===== src/rv_pkg.sv =====
package rv_pkg;

    localparam int XLEN = 32;                     // Data and address width

    typedef logic [XLEN-1:0] word_t;              // Data, address, PC
    typedef logic [4:0]      reg_addr_t;          // Register index
    typedef logic [6:0]      opcode_t;            // Major opcode
    typedef logic [3:0]      be_t;                // Byte enables, one per lane

    localparam opcode_t OP_LOAD   = 7'b0000011;
    localparam opcode_t OP_STORE  = 7'b0100011;
    localparam opcode_t OP_BRANCH = 7'b1100011;
    localparam opcode_t OP_JAL    = 7'b1101111;
    localparam opcode_t OP_JALR   = 7'b1100111;
    localparam opcode_t OP_LUI    = 7'b0110111;
    localparam opcode_t OP_AUIPC  = 7'b0010111;
    localparam opcode_t OP_IMM    = 7'b0010011;
    localparam opcode_t OP_REG    = 7'b0110011;

    // Branch funct3
    localparam logic [2:0] F3_BEQ  = 3'b000;
    localparam logic [2:0] F3_BNE  = 3'b001;
    localparam logic [2:0] F3_BLT  = 3'b100;
    localparam logic [2:0] F3_BGE  = 3'b101;
    localparam logic [2:0] F3_BLTU = 3'b110;
    localparam logic [2:0] F3_BGEU = 3'b111;

    // ALU funct3, shared by OP and OP-IMM
    localparam logic [2:0] F3_ADD  = 3'b000;
    localparam logic [2:0] F3_SLL  = 3'b001;
    localparam logic [2:0] F3_SLT  = 3'b010;
    localparam logic [2:0] F3_SLTU = 3'b011;
    localparam logic [2:0] F3_XOR  = 3'b100;
    localparam logic [2:0] F3_SR   = 3'b101;    // SRL or SRA by funct7[5]
    localparam logic [2:0] F3_OR   = 3'b110;
    localparam logic [2:0] F3_AND  = 3'b111;

    localparam logic [6:0] F7_MULDIV = 7'b0000001; // M extension, not supported

    typedef enum logic [2:0] {IMM_I, IMM_S, IMM_B, IMM_U, IMM_J} imm_src_e;

    // Fourth code carries lui through to PASS_B
    typedef enum logic [1:0] {ALUOP_ADD, ALUOP_BRANCH, ALUOP_FUNCT, ALUOP_LUI} alu_op_e;

    typedef enum logic [3:0] {
        ADD, SUB, SLL, SLT, SLTU, XOR, SRL, SRA, OR, AND, PASS_B
    } alu_ctrl_e;

    typedef enum logic [1:0] {RES_ALU, RES_MEM, RES_PC4} result_src_e;

    typedef struct packed {
        logic        reg_wr_en;                   // Write rd
        logic        mem_wr_en;                   // Store
        imm_src_e    imm_src;                     // Immediate format
        logic        alu_src;                     // B operand is immediate
        logic        alu_src_a_sel;               // A operand is PC
        result_src_e result_src;                  // Writeback source
        alu_ctrl_e   alu_ctrl;                    // ALU operation
        be_t         byte_en;                     // Word-relative access size
        logic        load_signed;                 // Sign-extend loads
        logic        is_jalr;                     // Target from ALU
    } ctrl_t;

    typedef struct packed {
        word_t addr;                              // Word-aligned address
        word_t wdata;                             // Lane-aligned store data
        be_t   be;                                // Lane enables
        logic  we;                                // Store strobe
    } dmem_req_t;

endpackage

===== src/rv_core.sv =====
module rv_core (
    input  logic              clk_i,
    input  logic              arst_n_i,
    output rv_pkg::word_t     imem_addr_o,        // Fetch address
    input  rv_pkg::word_t     imem_data_i,        // Instruction, same cycle
    output rv_pkg::dmem_req_t dmem_req_o,
    input  rv_pkg::word_t     dmem_rdata_i        // Word at request address
);
    import rv_pkg::*;

    word_t     pc_q;
    word_t     pc_next;
    word_t     pc_plus4;
    word_t     pc_target;                         // PC + imm
    word_t     imm;
    word_t     rd1;
    word_t     rd2;
    word_t     alu_a;
    word_t     alu_b;
    word_t     alu_result;
    word_t     load_data;
    word_t     wb_data;
    ctrl_t     ctrl;
    logic      pc_src;
    logic      zero;
    dmem_req_t lsu_req;

    always_ff @(posedge clk_i or negedge arst_n_i) begin
        if (!arst_n_i) begin
            pc_q <= '0;
        end else begin
            pc_q <= pc_next;
        end
    end

    assign imem_addr_o = pc_q;
    assign pc_plus4    = pc_q + 32'd4;
    assign pc_target   = pc_q + imm;

    // jalr target has bit 0 cleared
    assign pc_next = !pc_src      ? pc_plus4 :
                     ctrl.is_jalr ? {alu_result[XLEN-1:1], 1'b0} : pc_target;

    control_unit ctrl_i (
        .opcode_i     (imem_data_i[6:0]),
        .funct3_i     (imem_data_i[14:12]),
        .funct7_i     (imem_data_i[31:25]),
        .zero_i       (zero),
        .alu_result_i (alu_result),
        .ctrl_o       (ctrl),
        .pc_src_o     (pc_src)
    );

    imm_gen imm_i (.instr_i(imem_data_i), .imm_src_i(ctrl.imm_src), .imm_o(imm));

    reg_file rf_i (
        .clk_i    (clk_i),
        .arst_n_i (arst_n_i),
        .rs1_i    (imem_data_i[19:15]),
        .rs2_i    (imem_data_i[24:20]),
        .rd_i     (imem_data_i[11:7]),
        .wr_en_i  (ctrl.reg_wr_en),
        .wd_i     (wb_data),
        .rd1_o    (rd1),
        .rd2_o    (rd2)
    );

    assign alu_a = ctrl.alu_src_a_sel ? pc_q : rd1; // PC for auipc
    assign alu_b = ctrl.alu_src ? imm : rd2;

    alu alu_i (.a_i(alu_a), .b_i(alu_b), .ctrl_i(ctrl.alu_ctrl),
               .result_o(alu_result), .zero_o(zero));

    lsu lsu_i (
        .addr_i        (alu_result),
        .store_data_i  (rd2),
        .rdata_i       (dmem_rdata_i),
        .byte_en_i     (ctrl.byte_en),
        .load_signed_i (ctrl.load_signed),
        .mem_wr_en_i   (ctrl.mem_wr_en),
        .req_o         (lsu_req),
        .load_data_o   (load_data)
    );

    always_comb begin
        dmem_req_o    = lsu_req;
        dmem_req_o.we = lsu_req.we & arst_n_i;    // No store while in reset
    end

    always_comb begin
        case (ctrl.result_src)
            RES_MEM: wb_data = load_data;
            RES_PC4: wb_data = pc_plus4;          // Link address
            default: wb_data = alu_result;
        endcase
    end

endmodule


===== src/lsu.sv =====
module lsu (
    input  rv_pkg::word_t     addr_i,             // Byte address from ALU
    input  rv_pkg::word_t     store_data_i,       // rs2
    input  rv_pkg::word_t     rdata_i,            // Word from data memory
    input  rv_pkg::be_t       byte_en_i,          // 1, 3 or F
    input  logic              load_signed_i,
    input  logic              mem_wr_en_i,
    output rv_pkg::dmem_req_t req_o,
    output rv_pkg::word_t     load_data_o
);
    import rv_pkg::*;

    logic [4:0] lane_shift;                       // Byte offset in bits
    word_t      rdata_shifted;
    logic       byte_msb;
    logic       half_msb;

    assign lane_shift = {addr_i[1:0], 3'b000};

    assign req_o.addr  = {addr_i[XLEN-1:2], 2'b00};
    assign req_o.wdata = store_data_i << lane_shift;
    assign req_o.be    = byte_en_i << addr_i[1:0];
    assign req_o.we    = mem_wr_en_i;

    assign rdata_shifted = rdata_i >> lane_shift; // Addressed lane to bit 0
    assign byte_msb      = load_signed_i & rdata_shifted[7];
    assign half_msb      = load_signed_i & rdata_shifted[15];

    always_comb begin
        case (byte_en_i)
            4'h1:    load_data_o = {{24{byte_msb}}, rdata_shifted[7:0]};
            4'h3:    load_data_o = {{16{half_msb}}, rdata_shifted[15:0]};
            default: load_data_o = rdata_shifted; // lw, offset is zero
        endcase
    end

endmodule


===== src/reg_file.sv =====
module reg_file (
    input  logic                clk_i,
    input  logic                arst_n_i,
    input  rv_pkg::reg_addr_t   rs1_i,
    input  rv_pkg::reg_addr_t   rs2_i,
    input  rv_pkg::reg_addr_t   rd_i,
    input  logic                wr_en_i,
    input  rv_pkg::word_t       wd_i,
    output rv_pkg::word_t       rd1_o,
    output rv_pkg::word_t       rd2_o
);
    import rv_pkg::*;

    word_t regs [1:31];                           // x0 has no storage

    always_ff @(posedge clk_i or negedge arst_n_i) begin
        if (!arst_n_i) begin
            regs <= '{default: '0};
        end else if (wr_en_i && rd_i != '0) begin // Drop writes to x0
            regs[rd_i] <= wd_i;
        end
    end

    assign rd1_o = (rs1_i == '0) ? '0 : regs[rs1_i]; // Combinational reads
    assign rd2_o = (rs2_i == '0) ? '0 : regs[rs2_i];

endmodule


===== src/imm_gen.sv =====
module imm_gen (
    input  rv_pkg::word_t    instr_i,
    input  rv_pkg::imm_src_e imm_src_i,
    output rv_pkg::word_t    imm_o
);
    import rv_pkg::*;

    logic sign;

    assign sign = instr_i[31];                    // Immediate sign is always bit 31

    always_comb begin
        case (imm_src_i)
            IMM_I:   imm_o = {{20{sign}}, instr_i[31:20]};
            IMM_S:   imm_o = {{20{sign}}, instr_i[31:25], instr_i[11:7]};
            IMM_B:   imm_o = {{19{sign}}, sign, instr_i[7], instr_i[30:25],
                              instr_i[11:8], 1'b0};
            IMM_U:   imm_o = {instr_i[31:12], 12'b0};
            IMM_J:   imm_o = {{11{sign}}, sign, instr_i[19:12], instr_i[20],
                              instr_i[30:21], 1'b0};
            default: imm_o = '0;
        endcase
    end

endmodule


===== src/alu.sv =====
module alu (
    input  rv_pkg::word_t     a_i,
    input  rv_pkg::word_t     b_i,
    input  rv_pkg::alu_ctrl_e ctrl_i,
    output rv_pkg::word_t     result_o,
    output logic              zero_o              // Result is all zeros
);
    import rv_pkg::*;

    logic [4:0] shamt;

    assign shamt = b_i[4:0];                      // Only low 5 bits shift

    always_comb begin
        case (ctrl_i)
            ADD:     result_o = a_i + b_i;
            SUB:     result_o = a_i - b_i;
            SLL:     result_o = a_i << shamt;
            SLT:     result_o = word_t'($signed(a_i) < $signed(b_i));
            SLTU:    result_o = word_t'(a_i < b_i);
            XOR:     result_o = a_i ^ b_i;
            SRL:     result_o = a_i >> shamt;
            SRA:     result_o = word_t'($signed(a_i) >>> shamt);
            OR:      result_o = a_i | b_i;
            AND:     result_o = a_i & b_i;
            PASS_B:  result_o = b_i;              // lui
            default: result_o = '0;
        endcase
    end

    assign zero_o = (result_o == '0);

endmodule


===== src/control_unit.sv =====
module control_unit (
    input  rv_pkg::opcode_t opcode_i,
    input  logic [2:0]      funct3_i,
    input  logic [6:0]      funct7_i,
    input  logic            zero_i,               // ALU zero flag
    input  rv_pkg::word_t   alu_result_i,         // Compare result for branches
    output rv_pkg::ctrl_t   ctrl_o,               // Complete controls
    output logic            pc_src_o              // Take branch or jump target
);
    import rv_pkg::*;

    ctrl_t      dec_ctrl;                         // Main decoder output
    alu_op_e    alu_op;
    alu_ctrl_e  alu_ctrl;
    logic       branch;
    logic       less;                             // SLT/SLTU said less-than
    logic       branch_cond;
    logic [6:0] funct7_alu;

    // Immediate bits in funct7 only mean SRAI; elsewhere they are just imm
    assign funct7_alu = (opcode_i == OP_IMM && funct3_i != F3_SR) ? 7'b0 : funct7_i;

    main_decoder main_dec (
        .opcode_i (opcode_i),
        .funct3_i (funct3_i),
        .funct7_i (funct7_i),
        .ctrl_o   (dec_ctrl),
        .branch_o (branch),
        .alu_op_o (alu_op)
    );

    alu_decoder alu_dec (
        .alu_op_i   (alu_op),
        .funct3_i   (funct3_i),
        .funct7_i   (funct7_alu),
        .alu_ctrl_o (alu_ctrl)
    );

    always_comb begin
        ctrl_o          = dec_ctrl;
        ctrl_o.alu_ctrl = alu_ctrl;               // Merge exact operation
    end

    assign less = |alu_result_i;

    always_comb begin
        case (funct3_i)
            F3_BEQ:  branch_cond = zero_i;
            F3_BNE:  branch_cond = ~zero_i;
            F3_BLT:  branch_cond = less;
            F3_BGE:  branch_cond = ~less;
            F3_BLTU: branch_cond = less;          // From SLTU, not a subtraction
            F3_BGEU: branch_cond = ~less;
            default: branch_cond = 1'b0;          // Reserved encodings
        endcase
    end

    always_comb begin
        case (opcode_i)
            OP_JAL, OP_JALR: pc_src_o = branch;   // Always taken
            default:         pc_src_o = branch & branch_cond;
        endcase
    end

endmodule


===== src/alu_decoder.sv =====
module alu_decoder (
    input  rv_pkg::alu_op_e   alu_op_i,           // Class from main decoder
    input  logic [2:0]        funct3_i,
    input  logic [6:0]        funct7_i,           // Zeroed upstream for non-shift immediates
    output rv_pkg::alu_ctrl_e alu_ctrl_o
);
    import rv_pkg::*;

    logic alt;                                    // SUB / SRA select

    assign alt = funct7_i[5];

    always_comb begin
        case (alu_op_i)
            ALUOP_ADD: alu_ctrl_o = ADD;          // Address generation
            ALUOP_LUI: alu_ctrl_o = PASS_B;
            ALUOP_BRANCH: begin
                case (funct3_i)
                    F3_BEQ, F3_BNE: alu_ctrl_o = SUB;  // Zero flag on equal
                    F3_BLT, F3_BGE: alu_ctrl_o = SLT;
                    default:        alu_ctrl_o = SLTU; // bltu, bgeu
                endcase
            end
            default: begin                        // ALUOP_FUNCT
                case (funct3_i)
                    F3_ADD:  alu_ctrl_o = alt ? SUB : ADD;
                    F3_SLL:  alu_ctrl_o = SLL;
                    F3_SLT:  alu_ctrl_o = SLT;
                    F3_SLTU: alu_ctrl_o = SLTU;
                    F3_XOR:  alu_ctrl_o = XOR;
                    F3_SR:   alu_ctrl_o = alt ? SRA : SRL;
                    F3_OR:   alu_ctrl_o = OR;
                    default: alu_ctrl_o = AND;    // F3_AND
                endcase
            end
        endcase
    end

endmodule


===== src/main_decoder.sv =====
module main_decoder (
    input  rv_pkg::opcode_t opcode_i,             // Instruction [6:0]
    input  logic [2:0]      funct3_i,             // Instruction [14:12]
    input  logic [6:0]      funct7_i,             // Instruction [31:25]
    output rv_pkg::ctrl_t   ctrl_o,               // Datapath controls, alu_ctrl at ADD
    output logic            branch_o,             // Branch or jump
    output rv_pkg::alu_op_e alu_op_o              // ALU-op class
);
    import rv_pkg::*;

    be_t size_be;                                 // Access size as enable pattern

    always_comb begin
        case (funct3_i[1:0])
            2'b00:   size_be = 4'h1;              // Byte
            2'b01:   size_be = 4'h3;              // Halfword
            default: size_be = 4'hF;              // Word
        endcase
    end

    always_comb begin
        ctrl_o            = '0;
        ctrl_o.imm_src    = IMM_I;
        ctrl_o.result_src = RES_ALU;
        ctrl_o.alu_ctrl   = ADD;                  // Filled in by control_unit
        ctrl_o.byte_en    = 4'hF;
        branch_o          = 1'b0;
        alu_op_o          = ALUOP_ADD;
        case (opcode_i)
            OP_REG: begin
                ctrl_o.reg_wr_en = (funct7_i != F7_MULDIV); // No write for mul/div
                alu_op_o         = ALUOP_FUNCT;
            end
            OP_IMM: begin
                ctrl_o.reg_wr_en = 1'b1;
                ctrl_o.alu_src   = 1'b1;
                alu_op_o         = ALUOP_FUNCT;
            end
            OP_LOAD: begin
                ctrl_o.reg_wr_en   = 1'b1;
                ctrl_o.alu_src     = 1'b1;        // rs1 + offset
                ctrl_o.result_src  = RES_MEM;
                ctrl_o.byte_en     = size_be;
                ctrl_o.load_signed = ~funct3_i[2]; // lbu/lhu have bit 2 set
            end
            OP_STORE: begin
                ctrl_o.mem_wr_en = 1'b1;
                ctrl_o.imm_src   = IMM_S;
                ctrl_o.alu_src   = 1'b1;
                ctrl_o.byte_en   = size_be;
            end
            OP_BRANCH: begin
                ctrl_o.imm_src = IMM_B;           // Target is PC + imm
                branch_o       = 1'b1;
                alu_op_o       = ALUOP_BRANCH;    // rs1 against rs2
            end
            OP_JAL: begin
                ctrl_o.reg_wr_en  = 1'b1;
                ctrl_o.imm_src    = IMM_J;
                ctrl_o.result_src = RES_PC4;      // Link address
                branch_o          = 1'b1;
            end
            OP_JALR: begin
                ctrl_o.reg_wr_en  = 1'b1;
                ctrl_o.alu_src    = 1'b1;         // Target rs1 + imm
                ctrl_o.result_src = RES_PC4;
                ctrl_o.is_jalr    = 1'b1;
                branch_o          = 1'b1;
            end
            OP_LUI: begin
                ctrl_o.reg_wr_en = 1'b1;
                ctrl_o.imm_src   = IMM_U;
                ctrl_o.alu_src   = 1'b1;
                alu_op_o         = ALUOP_LUI;
            end
            OP_AUIPC: begin
                ctrl_o.reg_wr_en     = 1'b1;
                ctrl_o.imm_src       = IMM_U;
                ctrl_o.alu_src       = 1'b1;
                ctrl_o.alu_src_a_sel = 1'b1;      // PC + upper imm
            end
            default: ;                            // Unknown opcode is a nop
        endcase
    end

endmodule


===== config.mk =====
export PLATFORM = sky130hd
export DESIGN_NAME = rv_core
export DESIGN_NICKNAME = d
export VERILOG_FILES = /design/src/rv_pkg.sv /design/src/rv_core.sv /design/src/lsu.sv /design/src/reg_file.sv /design/src/imm_gen.sv /design/src/alu.sv /design/src/control_unit.sv /design/src/alu_decoder.sv /design/src/main_decoder.sv
export SDC_FILE = /design/constraint.sdc
export NUM_CORES = 2
export LEC_CHECK = 0
export BUFFER_PORTS_ARGS = -buffer_cell sky130_fd_sc_hd__buf_2
export CAP_MARGIN = 25
export CORE_MARGIN = 2
export CORE_UTILIZATION = 55
export CTS_CLUSTER_SIZE = 10
export DETAILED_ROUTE_END_ITERATION = 10
export PLACE_DENSITY = 0.81
export SYNTH_ARGS = -nofsm -noshare
export SYNTH_HDL_FRONTEND = slang
export SYNTH_HIERARCHICAL = 1
export SYNTH_SLANG_ARGS = --single-unit
export TNS_END_PERCENT = 30

===== constraint.sdc =====
create_clock -name clk_i -period 15.45 [get_ports clk_i]
set_input_delay 1.545 -clock clk_i [delete_from_list [all_inputs] [get_ports clk_i]]
set_output_delay 1.545 -clock clk_i [all_outputs]
set_load 0.01 [all_outputs]

=== Yosys cells after proc, flatten, opt, wreduce, memory -nomap -nowiden ===
Index checks and enable logic that the tools add are counted.

* Logic and storage cells: 163
* Output and inout bits: 101
* Input port bits: 66
* Register bits: 1024

* Equality and inequality tests: 39
* Shifts and indexed selects: 6
* Bitwise gates (word level): 13
* Reductions and logical operators: 24
* Order comparisons: 6
* Add/subtract/negate cells: 4
* Multiplexer cells: 39

{| class="wikitable"
|+ Operator list
! kind !! count
|-
| $bwmux 992 || 1
|-
| $mux 32 || 11
|-
| $pmux 32 s11 || 1
|-
| $bmux 32 s5 || 2
|-
| $demux 32 s5 || 1
|-
| $pmux 32 s5 || 1
|-
| $pmux 32 s2 || 2
|-
| $add 32x32->32 || 2
|-
| $lt 32x32->1 || 2
|-
| $shl 32x5->32 || 2
|-
| $shr 32x5->32 || 2
|-
| $add 32x3->32 const B || 1
|-
| $and 32x32->32 || 1
|-
| $logic_not 32->1 || 1
|-
| $or 32x32->32 || 1
|-
| $reduce_or 32->1 || 1
|-
| $sshr 32x5->32 || 1
|-
| $sub 32x32->32 || 1
|-
| $xor 32x32->32 || 1
|-
| $pmux 4 s7 || 1
|-
| $eq 7x6->1 const B || 3
|-
| $eq 7x7->1 const B || 3
|-
| $ge 6x6->1 const B || 3
|-
| $not 5->6 || 3
|-
| other kinds (37) || 83
|}

=== Longest topological paths before layout ===
* Word-level depth: 14
* Gate-level depth with buffers: 36
* Gate-level depth less buffers: 29

=== By module ===
The synthesis kept the hierarchy.

{| class="wikitable"
|+ Modules (own cells, without submodules)
! module !! seq. area each (um^2) !! cells each !! area an instance (um^2) !! times used
|-
| reg_file || 24823.8 || 3656 || 52980.8 || 1
|-
| alu || 0.0 || 1493 || 10408.7 || 1
|-
| rv_core || 800.8 || 700 || 5343.9 || 1
|-
| lsu || 0.0 || 228 || 1544.0 || 1
|-
| imm_gen || 0.0 || 94 || 540.5 || 1
|-
| main_decoder || 0.0 || 52 || 302.8 || 1
|-
| control_unit || 0.0 || 30 || 214.0 || 1
|-
| alu_decoder || 0.0 || 17 || 111.4 || 1
|}

=== Worst setup path before layout ===
OpenSTA, ideal clock, no wires.

* Path kind: input port to flip-flop
* Start point: input port imem_data_i[21]
* End point: register pc_q[31] (netlist: imem_addr_o[31])
* Data arrival time: 9144 ps
* Stages: 34
* Data required time: 15316 ps
* Path buffers: 11
* Setup slack: 6172 ps
* Setup time: 134 ps
* Cell sequence: buf_2 > buf_4 > buf_2 > buf_2 > mux2i_1 > nor2_1 > a2111oi_0 > nor4_1 > mux2_2 > inv_2 > buf_2 > buf_2 > clkbuf_1 > ha_1 > clkbuf_1 > or4_1 > a21boi_0 > nor2_1 > a211o_1 > a2111o_1 > or4b_1 > a2111oi_2 > nand4b_1 > nor4_2 > xnor2_1 > nor3_1 > o21ai_0 > o311ai_1 > clkbuf_1 > clkbuf_1 > clkbuf_1 > o311ai_0 > o21ai_0 > o211ai_1

* Cells in the longest elaborated chain, start to end: 14
* Elaborated cells on any way between the ends: 29
* Classes of those cells: 3 x add/sub; 2 x order compare; 3 x shift; 11 x mux; 7 x bitwise; 3 x reduce/logical

{| class="wikitable"
|+ Ends and longest elaborated chain
! what !! line !! text
|-
| start, declared || rv_core.sv:5 || <nowiki>input rv_pkg::word_t imem_data_i,</nowiki>
|-
| $not 5->6 (not written as such) || reg_file.sv:25 || <nowiki>assign rd2_o = (rs2_i == '0) ? '0 : regs[rs2_i];</nowiki>
|-
| $bmux 32 s5 || reg_file.sv:25 ||
|-
| $mux 32 (not written as such) (2 in series) || reg_file.sv:25 ||
|-
| $mux 32 (*) || reg_file.sv:25 ||
|-
| net rd2[2] || rv_core.sv:17 || <nowiki>word_t rd2;</nowiki>
|-
| $mux 32 (*) || rv_core.sv:69 || <nowiki>assign alu_b = ctrl.alu_src ? imm : rd2;</nowiki>
|-
| net alu_b[2] || rv_core.sv:19 || <nowiki>word_t alu_b;</nowiki>
|-
| $sub 32x32->32 (tied with other cells) || alu.sv:17 || <nowiki>SUB: result_o = a_i - b_i;</nowiki>
|-
| [1 not listed] || - ||
|-
| net alu_result[9] || rv_core.sv:20 || <nowiki>word_t alu_result;</nowiki>
|-
| [1 not listed] || - ||
|-
| net zero || rv_core.sv:25 || <nowiki>logic zero;</nowiki>
|-
| $not 1->1 || control_unit.sv:49 || <nowiki>F3_BNE: branch_cond = ~zero_i;</nowiki>
|-
| $pmux 1 s4 (*) || control_unit.sv:47 || <nowiki>case (funct3_i)</nowiki>
|-
| $and 1x1->1 (*) || control_unit.sv:61 || <nowiki>default: pc_src_o = branch & branch_cond;</nowiki>
|-
| $mux 1 (*) || control_unit.sv:59 || <nowiki>case (opcode_i)</nowiki>
|-
| net pc_src || rv_core.sv:24 || <nowiki>logic pc_src;</nowiki>
|-
| $mux 32 (*) || rv_core.sv:41 || <nowiki>assign pc_next = !pc_src ? pc_plus4 :</nowiki>
|-
| net pc_next[31] || rv_core.sv:12 || <nowiki>word_t pc_next;</nowiki>
|-
| end signal, assigned || rv_core.sv:32 || <nowiki>pc_q <= pc_next;</nowiki>
|-
| end, declared || rv_core.sv:11 || <nowiki>word_t pc_q;</nowiki>
|}

The timed path passes the listed nets; every way through them passes the cells marked *. The select of a mux whose other input is x is not followed.
A chain may end at the register's enable or synchronous reset.

==> flow_summary_export.csv <==
group,metric,value,unit
sta,worst_pin_slew,1.360,ns
finish,fin_nets,6333,
setup_path,r2r_slack,5.54,ns
sta,setup_viol,0,
sta,slew_violations,0,
detailed_routing,wirelength,305.3,mm
clock_network,cts_tree,"built",
placement,dpl-instance-area,0.07363,sq mm
sta,period_needed,12.23,ns
flow_run,max_cap_violations,0,
detailed_routing,detail_route.first_pass.iterations,6,
setup_path,r2r-end,"imem_addr_o[24]",
global_route,grt_pass1_vias,59960,
setup_path,crit_type,"primary input to primary output",
setup_path,crit_fanout,105,
floorplan,num_io_pins,167,
setup_path,startpoint,"imem_data_i[21]",
logic_synthesis,syn_area_per_cell,11.40,sq um
floorplan,die_area,0.1327,sq mm
logic_synthesis,synth_cells,6259,
detailed_routing,drc,0,
floorplan,rows,132,
finish,instances_no_fill,7915,
setup_path,crit_path_start_kind,"primary input",
finish,drive_gt1_frac,0.3564,
placement,placed_cells,7749,
finish,finalInstanceArea,0.07698,sq mm
setup_path,cp_slowest_cell,"o21ai_0",
floorplan,start_util,0.5526,
detailed_routing,num_vias,60532,
clock_network,cts_buffer_depth,3,
setup_path,crit_path_cell_trace,"buf_8, buf_12, buf_4, mux4_2, nor2b_1, a211oi_1, nor4_1, buf_4, mux2_2, inv_1, ha_1, nor2_1, a2111oi_0, nand2_1, a211oi_1, nand2_1, a211oi_1, a2111o_2, buf_4, mux2i_1, o21ai_0, buf_2",
finish,final_core_util,0.5960,
setup_path,rr_worst_depth,26,
global_route,grt_max_degree,179,
clock_network,cts_root_buffer,"clkbuf_16",
setup_path,critPathTopFamily,"compound AO/OA/AOI/OAI gates",
status,outcome,"complete, no violations",
clock_network,h-tree-depth,3,
floorplan,core_area,0.1292,sq mm
logic_synthesis,syn_area,0.07137,sq mm
power,cellLeakagePower,34.46,nW
logic_synthesis,yosysWarnings,6,
sta,hold_violations,0,
power,power,7.960,mW
power,vdd_drop_max,0.0001004,V
clock_network,clk_pin_slew,0.05,ns
global_route,globalRoute.totalOverflow,0,
sta,rsz0062_at_grt,"false",
setup_path,cp_slowest_stage_delay,0.88,ns
finish,layout_commonest_cell,"mux2_2",
finish,syn_to_final_growth,7.852,%
finish,mostFrequentLayoutCells,"1117 x mux2_2, 1024 x dfrtp_1, 404 x mux4_2",
placement,port_buffers,164,
floorplan,die_h,364.2,um
sta,setup_tns,0,ns
sta,slew_headroom,0.09351,
clock_network,post-cts-setup-buffer-count,0,
placement,hpwlAfterDp,209.2,mm
placement,gp_congestion,1.174,
setup_path,worstPathArrival,10.68,ns
setup_path,reg2reg_from,"rf_i/regs[193]",
detailed_routing,drtIter0Drc,9007,
power,p_per_area,103.4,mW/mm^2
setup_path,crit_path_end_kind,"primary output",
sta,fin_skew,0.04006,ns
setup_path,endpoint,"dmem_req_o[21]",
sta,fmax,0.08180,GHz
detailed_routing,viasPerCell,7.648,
min_path,min_path_type,"flip-flop to flip-flop",
detailed_routing,ant_nets,0,
global_route,grt.total_usage,0.4539,
global_route,grt_pass1_wl,432.5,mm
clock_network,cts_resized,0,
sta,min_period_over_period,0.7913,
clock_network,clk_latency,0.77,ns
setup_path,crit_buf_inv,7,
clock_network,hold_buffers,0,
global_route,grt_antenna_before_repair,35,
clock_network,cts_buffers,116,
setup_path,critPathRequiredTime,13.91,ns
setup_path,crit_cells,22,
clock_network,cts_sinks,1024,
detailed_routing,routedWlPerCell,38.57,um
floorplan,die_width,364.2,um
## worst register-to-register path, cell delays in order, from the launching register on
cell and delay [ns]:
dfrtp_1 0.39, mux4_2 0.27, mux2_2 0.18, o22ai_1 0.09, a21oi_1 1.06, mux2_4 0.81
inv_2 0.27, ha_1 0.39, o21ba_2 0.23, or4_1 0.57, and2_1 0.26, a221o_1 0.34
nand2_1 0.21, nand4_1 0.84, or4b_1 0.92, a2111oi_2 0.34, nand4b_1 0.23, nor4_2 0.37
xnor2_1 0.10, nor3_1 0.14, o21ai_0 0.16, o311ai_4 0.16, buf_4 0.69, nand2_1 0.34
a211oi_1 0.30, o21ai_2 0.10, o211ai_2 0.06
## registers in the layout (all words and copies together), names as in the netlist
register / count
imem_addr_o: 32
rf_i/regs: 992
## metal layers
layer  vias to the layer above  share of wire  track usage
met5                         -        0.00066            0
met4                        30          0.089       0.3300
met3                      1434           0.14       0.1764
met2                      4839           0.42       0.6526
met1                     30643           0.35       0.5556
li1                      23586              -            -
## per-stage QoR
| stage | worst slack [ns] | hold WS [ns] |
|---|---|---|
| 2_1_floorplan | 6.172 | 0.4705 |
| 3_3_place_gp | 3.415 | 0.4867 |
| 3_5_place_dp | 3.558 | 0.5004 |
| 4_1_cts | 3.800 | 0.5134 |
| 5_1_grt | 3.217 | 0.5411 |
| 6_report | 3.225 | 0.5155 |
## cell type report
type / instances / area, sq um
clock inverters: 9 / 131.4
inverters: 143 / 536.8
fillers: 10096 / 52180
clock buffers: 140 / 3095
multi-input cells: 4460 / 42670
repair buffers: 385 / 2709
flip-flops and latches: 1024 / 25620
diodes: 12 / 30.03
well taps: 1742 / 2180
## worst min-delay path by stage
stage,to,cells after the start,from
floorplan,rf_i/regs[774],1,rf_i/regs[774]
global placement,rf_i/regs[395],1,rf_i/regs[395]
detailed placement,rf_i/regs[410],1,rf_i/regs[410]
CTS,rf_i/regs[410],1,rf_i/regs[410]
global route,rf_i/regs[156],1,rf_i/regs[156]
finish,rf_i/regs[612],1,rf_i/regs[612]
## report_power, final
group / internal [mW] / switching [mW] / leakage, nW / total [mW]
Clock: 1.39 / 1.10 / 1.57 / 2.49
Sequential: 2.85 / 0.208 / 14.1 / 3.06
Combinational: 0.805 / 1.61 / 18.8 / 2.41
Total: 5.04 / 2.92 / 34.5 / 7.96
(Power assumes the default switching activity.)
